===== config.mk =====
export PLATFORM = sky130hd
export DESIGN_NAME = decode_top
export DESIGN_NICKNAME = d
export VERILOG_FILES = /design/src/decode_pkg.sv /design/src/decode_top.sv /design/src/hazard_ctrl.sv /design/src/imm_gen.sv /design/src/op_decoder.sv /design/src/stage_reg.sv
export SDC_FILE = /design/constraint.sdc
export NUM_CORES = 1
export LEC_CHECK = 0
export BUFFER_PORTS_ARGS = -buffer_cell sky130_fd_sc_hd__buf_2
export CAP_MARGIN = 20
export CORE_MARGIN = 2
export CORE_UTILIZATION = 25
export DETAILED_ROUTE_END_ITERATION = 10
export GPL_ROUTABILITY_DRIVEN = 1
export HOLD_SLACK_MARGIN = 0.15
export PLACE_DENSITY_LB_ADDON = 0.08
export SLEW_MARGIN = 30
export SYNTH_ARGS = -nofsm -noshare
export SYNTH_HDL_FRONTEND = slang
export SYNTH_HIERARCHICAL = 1
export SYNTH_SLANG_ARGS = --single-unit

===== constraint.sdc =====
create_clock -name clk -period 4.1 [get_ports clk]
set_clock_uncertainty 0.15 [all_clocks]
set_input_delay 0.205 -clock clk [delete_from_list [all_inputs] [get_ports clk]]
set_output_delay 0.205 -clock clk [all_outputs]
set_load 0.05 [all_outputs]

===== src/decode_pkg.sv =====
////////////////////
// RV32I decode types. The upper three bits of op_e carry the unit code
// and ALU operations span codes 000 and 001
////////////////////
package decode_pkg;

    // Executing unit of a decoded operation
    typedef enum logic [2:0] {
        ALU_UNIT    = 3'b000,
        BRANCH_UNIT = 3'b010,
        MEMORY_UNIT = 3'b011,
        BYPASS_UNIT = 3'b100
    } unit_e;

    typedef enum logic [5:0] {
        ADD     = 6'b000_000,
        SUB     = 6'b000_001,
        SLT     = 6'b000_010,
        SLTU    = 6'b000_011,
        XOR     = 6'b000_100,
        OR      = 6'b000_101,
        AND     = 6'b000_110,
        SLL     = 6'b001_000,                   // Shifts in second ALU code
        SRL     = 6'b001_001,
        SRA     = 6'b001_010,
        BEQ     = 6'b010_000,
        BNE     = 6'b010_001,
        BLT     = 6'b010_010,
        BGE     = 6'b010_011,
        BLTU    = 6'b010_100,
        BGEU    = 6'b010_101,
        JAL     = 6'b010_110,
        JALR    = 6'b010_111,
        LB      = 6'b011_000,
        LH      = 6'b011_001,
        LW      = 6'b011_010,
        LBU     = 6'b011_011,
        LHU     = 6'b011_100,
        SB      = 6'b011_101,
        SH      = 6'b011_110,
        SW      = 6'b011_111,
        NOP     = 6'b100_000,
        LUI     = 6'b100_001,
        INVALID = 6'b100_111
    } op_e;

    typedef enum logic [2:0] {
        R_TYPE,
        I_TYPE,
        S_TYPE,
        B_TYPE,
        U_TYPE,
        J_TYPE
    } format_e;

    ////////////////////
    // Major opcodes
    ////////////////////
    localparam logic [6:0] OPC_LUI    = 7'b0110111;
    localparam logic [6:0] OPC_AUIPC  = 7'b0010111;
    localparam logic [6:0] OPC_JAL    = 7'b1101111;
    localparam logic [6:0] OPC_JALR   = 7'b1100111;
    localparam logic [6:0] OPC_BRANCH = 7'b1100011;
    localparam logic [6:0] OPC_LOAD   = 7'b0000011;
    localparam logic [6:0] OPC_STORE  = 7'b0100011;
    localparam logic [6:0] OPC_OP_IMM = 7'b0010011;
    localparam logic [6:0] OPC_OP     = 7'b0110011;
    localparam logic [6:0] OPC_FENCE  = 7'b0001111;

    // Recovers the unit from the top bits of the operation
    function automatic unit_e unit_of(input op_e op);
        unit_e unit;
        case (op[5:3])
            3'b000, 3'b001: unit = ALU_UNIT;
            3'b010:         unit = BRANCH_UNIT;
            3'b011:         unit = MEMORY_UNIT;
            default:        unit = BYPASS_UNIT;
        endcase
        return unit;
    endfunction

endpackage


===== src/decode_top.sv =====
////////////////////
// Decode stage of a five-stage RV32I pipeline. No CSR or system support
////////////////////
module decode_top import decode_pkg::*; #(
    parameter int TAG_W = 3
) (
    input  logic             clk,
    input  logic             reset,
    input  logic             stall_i,
    input  logic [31:0]      instruction_i,
    input  logic [31:0]      pc_i,
    input  logic [TAG_W-1:0] tag_i,
    input  logic [31:0]      rs1_data_i,             // Register file read data
    input  logic [31:0]      rs2_data_i,
    output logic [4:0]       rs1_o,                  // Register file read addresses
    output logic [4:0]       rs2_o,
    output logic [4:0]       rd_o,                   // Write address, two accepted edges late
    output logic [31:0]      first_operand_o,
    output logic [31:0]      second_operand_o,
    output logic [31:0]      third_operand_o,
    output logic [31:0]      pc_o,
    output logic [31:0]      instruction_o,
    output logic [TAG_W-1:0] tag_o,
    output op_e              operation_o,
    output logic             hazard_o,
    output logic             exception_o
);

    logic [31:0] dec_instr;                          // Fetched or replayed word
    op_e         dec_op;
    format_e     dec_format;
    logic [31:0] dec_imm;

    hazard_ctrl u_hazard_ctrl (
        .clk           (clk),
        .reset         (reset),
        .stall_i       (stall_i),
        .instruction_i (instruction_i),
        .op_i          (dec_op),
        .instr_o       (dec_instr),
        .rs1_o         (rs1_o),
        .rs2_o         (rs2_o),
        .rd_o          (rd_o),
        .hazard_o      (hazard_o)
    );

    op_decoder u_op_decoder (
        .instr_i  (dec_instr),
        .op_o     (dec_op),
        .format_o (dec_format)
    );

    imm_gen u_imm_gen (
        .instr_i  (dec_instr),
        .format_i (dec_format),
        .imm_o    (dec_imm)
    );

    stage_reg #(
        .TAG_W (TAG_W)
    ) u_stage_reg (
        .clk              (clk),
        .reset            (reset),
        .stall_i          (stall_i),
        .hazard_i         (hazard_o),
        .instr_i          (dec_instr),
        .op_i             (dec_op),
        .format_i         (dec_format),
        .imm_i            (dec_imm),
        .pc_i             (pc_i),
        .tag_i            (tag_i),
        .rs1_data_i       (rs1_data_i),
        .rs2_data_i       (rs2_data_i),
        .first_operand_o  (first_operand_o),
        .second_operand_o (second_operand_o),
        .third_operand_o  (third_operand_o),
        .pc_o             (pc_o),
        .instruction_o    (instruction_o),
        .tag_o            (tag_o),
        .operation_o      (operation_o),
        .exception_o      (exception_o)
    );

endmodule


===== src/hazard_ctrl.sv =====
////////////////////
// Upstream must hold pc and tag for one cycle after hazard_o so the
// held word replays with its own pc
////////////////////
module hazard_ctrl import decode_pkg::*; (
    input  logic        clk,
    input  logic        reset,
    input  logic        stall_i,
    input  logic [31:0] instruction_i,
    input  op_e         op_i,
    output logic [31:0] instr_o,
    output logic [4:0]  rs1_o,
    output logic [4:0]  rs2_o,
    output logic [4:0]  rd_o,
    output logic        hazard_o
);

    logic [31:0]     held_instr;
    logic            held_hazard;
    logic [4:0]      target;
    logic            target_store;
    logic [1:0][4:0] lock_reg;                      // Slot 0 is the newest
    logic [1:0]      lock_store;
    logic            store_dep;
    logic            rs1_dep;
    logic            rs2_dep;

    ////////////////////
    // Replay
    ////////////////////
    always_ff @(posedge clk) begin
        held_instr <= instr_o;
    end

    always_ff @(posedge clk) begin
        if (reset) begin
            held_hazard <= 1'b0;
        end else begin
            held_hazard <= hazard_o;
        end
    end

    assign instr_o = held_hazard ? held_instr : instruction_i;

    assign rs1_o = instr_o[19:15];
    assign rs2_o = instr_o[24:20];
    assign rd_o  = lock_reg[1];

    // A bubble locks nothing
    assign target       = hazard_o ? 5'd0 : instr_o[11:7];
    assign target_store = !hazard_o && (op_i == SB || op_i == SH || op_i == SW);

    ////////////////////
    // Lock queue
    ////////////////////
    always_ff @(posedge clk) begin
        if (reset) begin
            lock_reg   <= '0;
            lock_store <= '0;
        end else if (!stall_i) begin
            lock_reg   <= {lock_reg[0], target};
            lock_store <= {lock_store[0], target_store};
        end
    end

    assign store_dep = (lock_store[0] || lock_store[1]) && (unit_of(op_i) == MEMORY_UNIT);
    assign rs1_dep   = (lock_reg[0] == rs1_o) && (rs1_o != 5'd0);
    assign rs2_dep   = (lock_reg[0] == rs2_o) && (rs2_o != 5'd0);   // Checked for any format
    assign hazard_o  = store_dep || rs1_dep || rs2_dep;

    a_queue_frozen_on_stall: assert property (
        @(posedge clk) disable iff (reset)
        stall_i |=> ($stable(lock_reg) && $stable(lock_store))
    ) else $error("lock queue moved while stalled");

endmodule


===== src/imm_gen.sv =====
////////////////////
// Immediates per RV32I. R format gives zero
////////////////////
module imm_gen import decode_pkg::*; (
    input  logic [31:0] instr_i,
    input  format_e     format_i,
    output logic [31:0] imm_o
);

    logic sign;

    assign sign = instr_i[31];

    always_comb begin
        case (format_i)
            I_TYPE: begin
                imm_o = {{21{sign}}, instr_i[30:20]};
            end
            S_TYPE: begin
                imm_o = {{21{sign}}, instr_i[30:25], instr_i[11:7]};   // Split field
            end
            B_TYPE: begin
                imm_o = {{20{sign}},
                         instr_i[7],
                         instr_i[30:25],
                         instr_i[11:8],
                         1'b0};                                         // Halfword aligned
            end
            U_TYPE: begin
                imm_o = {instr_i[31:12], 12'b0};
            end
            J_TYPE: begin
                imm_o = {{12{sign}},
                         instr_i[19:12],
                         instr_i[20],
                         instr_i[30:21],
                         1'b0};
            end
            default: begin
                imm_o = '0;                                             // No immediate
            end
        endcase
    end

endmodule


===== src/op_decoder.sv =====
////////////////////
// RV32I base set only. System and CSR words come out as INVALID
////////////////////
module op_decoder import decode_pkg::*; (
    input  logic [31:0] instr_i,
    output op_e         op_o,
    output format_e     format_o
);

    logic [6:0] opcode;
    logic [2:0] funct3;
    logic [6:0] funct7;

    assign opcode = instr_i[6:0];
    assign funct3 = instr_i[14:12];
    assign funct7 = instr_i[31:25];

    ////////////////////
    // Operation table
    ////////////////////
    always_comb begin
        op_o = INVALID;
        case (opcode)
            OPC_LUI:   op_o = LUI;
            OPC_AUIPC: op_o = ADD;                  // pc plus upper immediate
            OPC_JAL:   op_o = JAL;
            OPC_JALR: begin
                if (funct3 == 3'b000) begin
                    op_o = JALR;
                end
            end
            OPC_BRANCH: begin
                case (funct3)
                    3'b000:  op_o = BEQ;
                    3'b001:  op_o = BNE;
                    3'b100:  op_o = BLT;
                    3'b101:  op_o = BGE;
                    3'b110:  op_o = BLTU;
                    3'b111:  op_o = BGEU;
                    default: op_o = INVALID;
                endcase
            end
            OPC_LOAD: begin
                case (funct3)
                    3'b000:  op_o = LB;
                    3'b001:  op_o = LH;
                    3'b010:  op_o = LW;
                    3'b100:  op_o = LBU;
                    3'b101:  op_o = LHU;
                    default: op_o = INVALID;
                endcase
            end
            OPC_STORE: begin
                case (funct3)
                    3'b000:  op_o = SB;
                    3'b001:  op_o = SH;
                    3'b010:  op_o = SW;
                    default: op_o = INVALID;
                endcase
            end
            OPC_OP_IMM: begin
                if (instr_i == 32'h0000_0013) begin
                    op_o = NOP;                     // Canonical addi x0, x0, 0
                end else begin
                    case (funct3)
                        3'b000:  op_o = ADD;
                        3'b010:  op_o = SLT;
                        3'b011:  op_o = SLTU;
                        3'b100:  op_o = XOR;
                        3'b110:  op_o = OR;
                        3'b111:  op_o = AND;
                        3'b001:  op_o = (funct7 == 7'b0000000) ? SLL : INVALID;
                        3'b101: begin
                            if (funct7 == 7'b0000000) begin
                                op_o = SRL;
                            end else if (funct7 == 7'b0100000) begin
                                op_o = SRA;
                            end
                        end
                        default: op_o = INVALID;
                    endcase
                end
            end
            OPC_OP: begin
                case ({funct7, funct3})
                    {7'b0000000, 3'b000}: op_o = ADD;
                    {7'b0100000, 3'b000}: op_o = SUB;
                    {7'b0000000, 3'b001}: op_o = SLL;
                    {7'b0000000, 3'b010}: op_o = SLT;
                    {7'b0000000, 3'b011}: op_o = SLTU;
                    {7'b0000000, 3'b100}: op_o = XOR;
                    {7'b0000000, 3'b101}: op_o = SRL;
                    {7'b0100000, 3'b101}: op_o = SRA;
                    {7'b0000000, 3'b110}: op_o = OR;
                    {7'b0000000, 3'b111}: op_o = AND;
                    default:              op_o = INVALID;
                endcase
            end
            OPC_FENCE: begin
                if (funct3 == 3'b000) begin
                    op_o = NOP;                     // Single hart needs no ordering
                end
            end
            default: op_o = INVALID;
        endcase
    end

    // Format follows the major opcode alone
    always_comb begin
        case (opcode)
            OPC_OP_IMM, OPC_JALR, OPC_LOAD: format_o = I_TYPE;
            OPC_STORE:                      format_o = S_TYPE;
            OPC_BRANCH:                     format_o = B_TYPE;
            OPC_LUI, OPC_AUIPC:             format_o = U_TYPE;
            OPC_JAL:                        format_o = J_TYPE;
            default:                        format_o = R_TYPE;
        endcase
    end

endmodule


===== src/stage_reg.sv =====
////////////////////
// Stall outranks hazard. A bubble keeps the incoming tag
////////////////////
module stage_reg import decode_pkg::*; #(
    parameter int TAG_W = 3
) (
    input  logic             clk,
    input  logic             reset,
    input  logic             stall_i,
    input  logic             hazard_i,
    input  logic [31:0]      instr_i,
    input  op_e              op_i,
    input  format_e          format_i,
    input  logic [31:0]      imm_i,
    input  logic [31:0]      pc_i,
    input  logic [TAG_W-1:0] tag_i,
    input  logic [31:0]      rs1_data_i,
    input  logic [31:0]      rs2_data_i,
    output logic [31:0]      first_operand_o,
    output logic [31:0]      second_operand_o,
    output logic [31:0]      third_operand_o,
    output logic [31:0]      pc_o,
    output logic [31:0]      instruction_o,
    output logic [TAG_W-1:0] tag_o,
    output op_e              operation_o,
    output logic             exception_o
);

    logic [31:0] first_operand;
    logic [31:0] second_operand;
    logic [31:0] third_operand;

    ////////////////////
    // Operand select
    ////////////////////
    always_comb begin
        first_operand  = (format_i == U_TYPE || format_i == J_TYPE) ? pc_i : rs1_data_i;
        second_operand = (format_i == R_TYPE || format_i == B_TYPE) ? rs2_data_i : imm_i;
        third_operand  = (format_i == S_TYPE) ? rs2_data_i : imm_i;   // Store data
    end

    always_ff @(posedge clk) begin
        if (reset) begin
            first_operand_o  <= '0;
            second_operand_o <= '0;
            third_operand_o  <= '0;
            pc_o             <= '0;
            instruction_o    <= '0;
            tag_o            <= '0;
            operation_o      <= NOP;
            exception_o      <= 1'b0;
        end else if (!stall_i) begin
            if (hazard_i) begin                     // Bubble
                first_operand_o  <= '0;
                second_operand_o <= '0;
                third_operand_o  <= '0;
                pc_o             <= '0;
                instruction_o    <= '0;
                tag_o            <= tag_i;
                operation_o      <= NOP;
                exception_o      <= 1'b0;
            end else begin
                first_operand_o  <= first_operand;
                second_operand_o <= second_operand;
                third_operand_o  <= third_operand;
                pc_o             <= pc_i;
                instruction_o    <= instr_i;
                tag_o            <= tag_i;
                operation_o      <= op_i;
                exception_o      <= (op_i == INVALID);
            end
        end
    end

    a_bubble_is_nop: assert property (
        @(posedge clk) disable iff (reset)
        (hazard_i && !stall_i) |=> (operation_o == NOP)
    ) else $error("hazard did not produce a bubble");

    a_no_nop_exception: assert property (
        @(posedge clk) disable iff (reset)
        !(exception_o && operation_o == NOP)
    ) else $error("exception raised on a NOP");

endmodule


# [Word-level counts from Yosys, hierarchy flattened]
# Cells that the tools add are included.
[word_totals] out_inout_bits=186 input_bits=134 elab_cells=105 reg_bits=215
[classes] reduce_logical=22 muxes=27 n_eq_ne=43
[op_table] cell="two-way mux 32 bit" n=9
[op_table] cell="case mux 32 bit (5 select lines)" n=1
[op_table] cell="case mux 6 bit (10 select lines)" n=2
[op_table] cell="case mux 6 bit (8 select lines)" n=1
[op_table] cell="== test 10 x 3 -> 1 bit (second input constant)" n=4
[op_table] cell="two-way mux 6 bit" n=6
[op_table] cell="case mux 6 bit (6 select lines)" n=1
[op_table] cell="== test 32 x 5 -> 1 bit (second input constant)" n=1
[op_table] cell="case mux 6 bit (5 select lines)" n=1
[op_table] cell="== test 7 x 6 -> 1 bit (second input constant)" n=4
[op_table] cell="== test 3 x 2 -> 1 bit (second input constant)" n=7
[op_table] cell="== test 7 bit (second input constant)" n=3
[op_table] cell="== test 10 x 2 -> 1 bit (second input constant)" n=2
[op_table] cell="== test 10 x 9 -> 1 bit (second input constant)" n=2
[op_table] cell="== test 3 bit (second input constant)" n=6
[op_table] cell="== test 6 x 5 -> 1 bit (second input constant)" n=3
[op_table] cell="case mux 6 bit (3 select lines)" n=1
[op_table] cell="case mux 3 bit (5 select lines)" n=1
[op_table] cell="== test 7 x 5 -> 1 bit (second input constant)" n=2
[op_table] cell="== test 10 x 1 -> 1 bit (second input constant)" n=1
[op_table] cell="== test 5 bit" n=2
[op_table] cell="zero test 10 bit" n=1
[op_table] cell="nonzero test 5 bit" n=2
[op_table] cell="== test 3 x 1 -> 1 bit (second input constant)" n=3
[op_table] cell="other kinds (14)" n=26

# [Longest topological paths before layout]
[logic_depth] depth_word=16 depth_mapped=20 mapped_depth_nobuf=15

# [Modules after synthesis]
# Netlist, hierarchy kept.
[modules_own_cells] mod="stage_reg" instances=1 seq_area_each_um2=3403.3 cells_per_inst=678 area_per_inst_um2=6862.8
[modules_own_cells] mod="hazard_ctrl" instances=1 seq_area_each_um2=900.9 cells_per_inst=156 area_per_inst_um2=1780.5
[modules_own_cells] mod="op_decoder" instances=1 seq_area_each_um2=0.0 cells_per_inst=125 area_per_inst_um2=742.0
[modules_own_cells] mod="imm_gen" instances=1 seq_area_each_um2=0.0 cells_per_inst=66 area_per_inst_um2=390.4

# [Least setup slack after synthesis]
# OpenSTA, ideal clock, no wires.
[synth_timing] path_type="register to register" from="register u_hazard_ctrl.held_hazard" to="register u_stage_reg.first_operand_o[10]" required_time_ns=3.822 setup_ns=0.128 path_slack_ns=-0.277 arrival_ns=4.099 path_stages_with_launch=21 period_less_slack_ns=4.377 n_path_buf=7 cell_sequence="dfxtp_1 -> buf_4 -> buf_2 -> buf_2 -> mux2_2 -> buf_2 -> clkbuf_1 -> o21bai_1 -> o22ai_1 -> a41o_1 -> a21oi_1 -> nand3_1 -> nor2_1 -> o21ai_0 -> o21ai_4 -> or2_1 -> nor2_2 -> buf_2 -> buf_2 -> a22oi_2 -> nor2_1"
[synth_via] word_cells_on_any_way=67 cone_classes="eq/ne (36); mux (16); reduce/logical (15)"
[synth_rtl] item="start: declaration" line="hazard_ctrl.sv:19" text="logic held_hazard;"
[synth_rtl] item="start signal: assignment" line="hazard_ctrl.sv:39" text="held_hazard <= hazard_o;"
[synth_rtl] item="two-way mux 32 bit (*)" line="hazard_ctrl.sv:43" text="assign instr_o = held_hazard ? held_instr : instruction_i;"
[synth_rtl] item="named net dec_instr[14]" line="decode_top.sv:29" text="logic [31:0] dec_instr;"
[synth_rtl] item="== test 3 bit (tied with other cells)" line="op_decoder.sv:33, op_decoder.sv:44, op_decoder.sv:65"
[synth_rtl] item="case mux 6 bit (8 select lines)" line="op_decoder.sv:65" text="case (funct3)"
[synth_rtl] item="two-way mux 6 bit" line="op_decoder.sv:62" text="if (instr_i == 32'h0000_0013) begin"
[synth_rtl] item="case mux 6 bit (10 select lines) (*)" line="op_decoder.sv:23" text="case (opcode)"
[synth_rtl] item="named net dec_op[5]" line="decode_top.sv:30" text="op_e dec_op;"
[synth_rtl] item="== test 3 x 1 -> 1 bit or zero test 3 bit (tied branches)" line="decode_pkg.sv:73" text="case (op[5:3])"
[synth_rtl] item="OR reduction 2 bit" line="decode_pkg.sv:73"
[synth_rtl] item="case mux 3 bit (3 select lines) (*)" line="decode_pkg.sv:73"
[synth_rtl] item="== test 3 x 2 -> 1 bit (*)" line="hazard_ctrl.sv:66" text="assign store_dep = (lock_store[0] || lock_store[1]) && (unit_of(op_i) == MEMORY_UNIT);"
[synth_rtl] item="logical AND 1 bit (*)" line="hazard_ctrl.sv:66"
[synth_rtl] item="logical OR 1 bit (*) (2 in series)" line="hazard_ctrl.sv:69" text="assign hazard_o = store_dep || rs1_dep || rs2_dep;"
[synth_rtl] item="named net hazard_o" line="decode_top.sv:25" text="output logic hazard_o,"
[synth_rtl] item="two-way mux 32 bit (*)" line="stage_reg.sv:53" text="if (hazard_i) begin"
[synth_rtl] item="end signal: assignment" line="stage_reg.sv:63" text="first_operand_o <= first_operand;"
[synth_rtl] item="end: declaration" line="stage_reg.sv:19" text="output logic [31:0] first_operand_o,"
# Mark *: on every way through the listed nets, which the timed path passes. The rest lies on a longest branch.
# A chain may end at the register's enable or synchronous reset.

# [Final worst setup path]
[layout_timing] from="register u_hazard_ctrl.held_hazard" to="output hazard_o"
[layout_via] word_cells_on_any_way=59 cone_classes="eq/ne (34); mux (13); reduce/logical (12)"
[layout_rtl] item="two-way mux 32 bit (*)" line="hazard_ctrl.sv:43"
[layout_rtl] item="named net dec_instr[3]" line="decode_top.sv:29"
[layout_rtl] item="== test 32 x 5 -> 1 bit" line="op_decoder.sv:62"
[layout_rtl] item="two-way mux 6 bit" line="op_decoder.sv:62"
[layout_rtl] item="case mux 6 bit (10 select lines) (*)" line="op_decoder.sv:23"
[layout_rtl] item="named net dec_op[5]" line="decode_top.sv:30"
[layout_rtl] item="== test 3 x 1 -> 1 bit or zero test 3 bit (tied branches)" line="decode_pkg.sv:73"
[layout_rtl] item="OR reduction 2 bit" line="decode_pkg.sv:73"
[layout_rtl] item="case mux 3 bit (3 select lines) (*)" line="decode_pkg.sv:73"
[layout_rtl] item="== test 3 x 2 -> 1 bit (*)" line="hazard_ctrl.sv:66"
[layout_rtl] item="logical AND 1 bit (*)" line="hazard_ctrl.sv:66"
[layout_rtl] item="logical OR 1 bit (*) (2 in series)" line="hazard_ctrl.sv:69"
[layout_rtl] item="end: declaration" line="decode_top.sv:25"
# Marked as above.

==> results by group <==
Global routing
  – Most used routing layer: met2
  – Grt met2 use: between 30% and 40%
  – Vias in the first global route: 9510
  – First-pass GRT wire length: roughly 58 mm
  – Met3 Use GR: 4.02%
  – Total gr overflow: 0
  – Pin count of the biggest net entering global routing: a little over 100
  – Met1 usage: about a quarter
  – Initial antenna violation count: 1
  – GRT Util Overall: 18.0%

Place
  – DP Wirelength: around 26 mm
  – Number of I/O port buffers: around 320
  – Dpl ws: about 0.18 ns
  – Placer's final routability congestion estimate: a little under 0.9

Floorplanning
  – Placeable Area: a little under 40000 sq um
  – Initial Util: 25.3%
  – IO Pins: 320
  – DIE WIDTH: between 200 and 250 um
  – # rows: 72
  – Die area: between 40000 and 50000 sq um
  – Die height: roughly 200 um

Route
  – # DRC: 0
  – Initial DRC count: approximately 460
  – Detailed Route WL: between 30 and 40 mm
  – Vias per cell: roughly 4.6
  – Initial DRT Pass Iterations: 5
  – Routed Antenna Nets: 0
  – Wirelength per Cell: 19.2 um
  – Via Count: roughly 9000

Critical path
  – Reg2reg start: u_hazard_ctrl/held_hazard
  – Worst setup path endpoint: hazard_o
  – Reg2Reg Capture Point: u_stage_reg/third_operand_o[19]
  – Crit path max fanout: 12
  – WS Path Type: flip-flop to primary output
  – CP Data Required Time: between 3 and 4 ns
  – Crit start category: flip-flop
  – CP endpoint kind: primary output
  – Worst R2R Setup Slack: 0.22 ns
  – Critical Path AT: between 3 and 4 ns
  – Critical path launch point: u_hazard_ctrl/held_hazard
  – Reg2reg path depth: 14

Yosys
  – Synthesized cell area: ~10000 sq um
  – Post-synth top area share: 44.0%
  – Library cells used by synthesis: 67
  – Post-synthesis mux area share: 16.1%
  – Seq cells post-synth: roughly 220
  – Post-synth EDFFs: 0
  – Most common cell in the netlist: dfxtp_1
  – Synth async-reset ratio: 0%
  – Mapped Cells: ~1000
  – Post-Synth Simple-Gate Area: between 10% and 20%
  – Synth area leaders: dfxtp_1 44%, mux2i_1 8.0%, a22oi_1 5.3%
  – Synth area leader: dfxtp_1
  – Syn. warnings: 6
  – XOR/XNOR share of the synthesized area: less than 1%
  – Syn_area_per_cell: about 9.5 sq um
  – Mapped Nets: between 1000 and 1500
  – Post-synthesis compound-gate area fraction: 18.9%
  – Prevailing post-synth register cell: dfxtp_1
  – Sequential fraction of the synthesis area: ~44%
  – Post-synth top cells: 215 x dfxtp_1, 130 x nor2_1, 103 x nand2_1
  – Post-synthesis adder-cell area fraction: 0%
  – Largest family of logic cells by synthesized area: compound AO/OA/AOI/OAI gates

Final layout
  – Final Util: 36.7%
  – Fin nets: between 1500 and 2000
  – Fillers: 4021
  – Layout area overhead: 45.2%
  – Layout cells sized above 1: about a third

Timing
  – Crit path time final: just under 4 ns
  – Slew headroom: between 40% and 50%
  – Max Transition Viols Final: 0
  – Setup ws final: approximately 0.16 ns
  – TNS Setup: 0 ns
  – Fmax: about 250 MHz
  – Final Hold Slack: roughly 0.29 ns
  – Final hold violations: 0
  – Fin crit share: 96.2%
  – Final setup vio count: 0
  – Worst-Margin Slew: about 0.77 ns

Clocking
  – TritonCTS Buffers: 27
  – Clock Tree Buf Depth: 3
  – CTS sink cnt: 215
  – Root Buffer: clkbuf_16
  – Clk_lat worst skew: ~0.54 ns
  – CTS tree: yes
  – Htree depth: 1
  – CTS clk-pin slew, worst paths: about 0.060 ns

Power and ir drop
  – Max IR drop VDD: 0.000246 V
  – Leakage power: between 6 and 7 nW
  – PD cells: around 420 nW/um^2

Flow run
  – # Max-Cap Violations: 0

Hold path
  – Worst Hold Class: flip-flop to flip-flop

Status
  – Status: finished, final reports clean
cell usage in the layout, fill, tap and decap left out, drive strengths merged, types with 3 or more instances in the layout:
cell	count
nor2	132
dlygate4sd3	134
nor4	8
clkinv	6
nor3	12
a41oi	3
buf	353
a21oi	18
nand3	7
nor2b	10
nand2b	6
dfxtp	215
xor2	9
a22o	3
nor3b	5
bufinv	3
o31ai	9
mux2	60
o22ai	3
and2	8
nand2	103
a22oi	99
mux2i	78
a21o	9
inv	7
o21ai	91
clkbuf	38
per-layer routing:
layer | routed length (um) | part of all wire [%]
met1 | 17200 | 45
met2 | 17800 | 47
met3 | 2450 | 6.4
met4 | 642 | 1.7
met5 | 0 | 0
per-stage QoR:
step                      instances  instance area, sq um  total power [mW]
after floorplan                1025                  9780              3.11
after global placement         1797                 11800              3.46
after detailed placement       1797                 11800              3.46
after CTS                      1980                 14100              6.08
after global routing           1985                 14200              6.26
final                          1985                 14200              5.99
critical path: stages (launching register included):
cell,delay [ns]
dfxtp_4,0.40
buf_12,0.18
mux2_2,0.41
nand4bb_1,0.28
or3_1,0.47
o22ai_1,0.14
a21oi_1,0.09
nand3_1,0.13
nor2_2,0.07
o21ai_1,0.15
o21ai_4,0.14
or2_4,0.25
buf_4,0.17
buf_12,0.15
cell families (layout without fill, tap and decap cells):
family,count (synthesis),in the layout
xor gates and xnor gates,9,9
and+or+nand+nor,306,306
muxes,138,138
AOI/OAI and AO/OA,256,256
buffers and inverters,101,542
DFF,215,215
other,0,1
power breakdown:
group | switching [mW] | internal, mW
Combinational | 0.816 | 0.424
Clock | 0.966 | 1.50
Sequential | 0.0656 | 2.21
layout make-up:
| type | count | area (sq um) | share of cell area, % |
|---|---|---|---|
| multi-input combinational | 709 | 4990 | 35.1 |
| sequential | 215 | 4310 | 30.3 |
| timing repair buffer | 488 | 3320 | 23.4 |
| clock buffer | 37 | 773 | 5.45 |
| tap | 518 | 648 | 4.57 |
| clock inverter | 11 | 139 | 0.978 |
| inverter | 6 | 22.5 | 0.159 |
| antenna | 1 | 2.50 | 0.0176 |
what timing repair did:
action | CTS | global route
resized for setup | 3 | 16
gates cloned | 0 | 1
endpoints found under the setup margin | 1 | 79
hold buffers | 134 | 0
pin swaps | 0 | 2
hold endpoints to repair | 199 | 0
buffers inserted | 1 | 3
worst min-delay path by stage:
stage,endpoint,from,slack (ns),depth (start not counted)
final,u_stage_reg/third_operand_o[23],u_stage_reg/third_operand_o[23],0.29,2
after global placement,u_stage_reg/third_operand_o[22],u_stage_reg/third_operand_o[22],0.29,2
after detailed placement,u_stage_reg/second_operand_o[6],u_stage_reg/second_operand_o[6],0.29,2
after global routing,u_stage_reg/tag_o[1],tag_i[1],0.31,4
after CTS,u_stage_reg/tag_o[2],tag_i[2],0.27,4
after floorplan,u_stage_reg/tag_o[0],tag_i[0],0.20,2
Note: power is estimated with default switching activity, not from simulation.
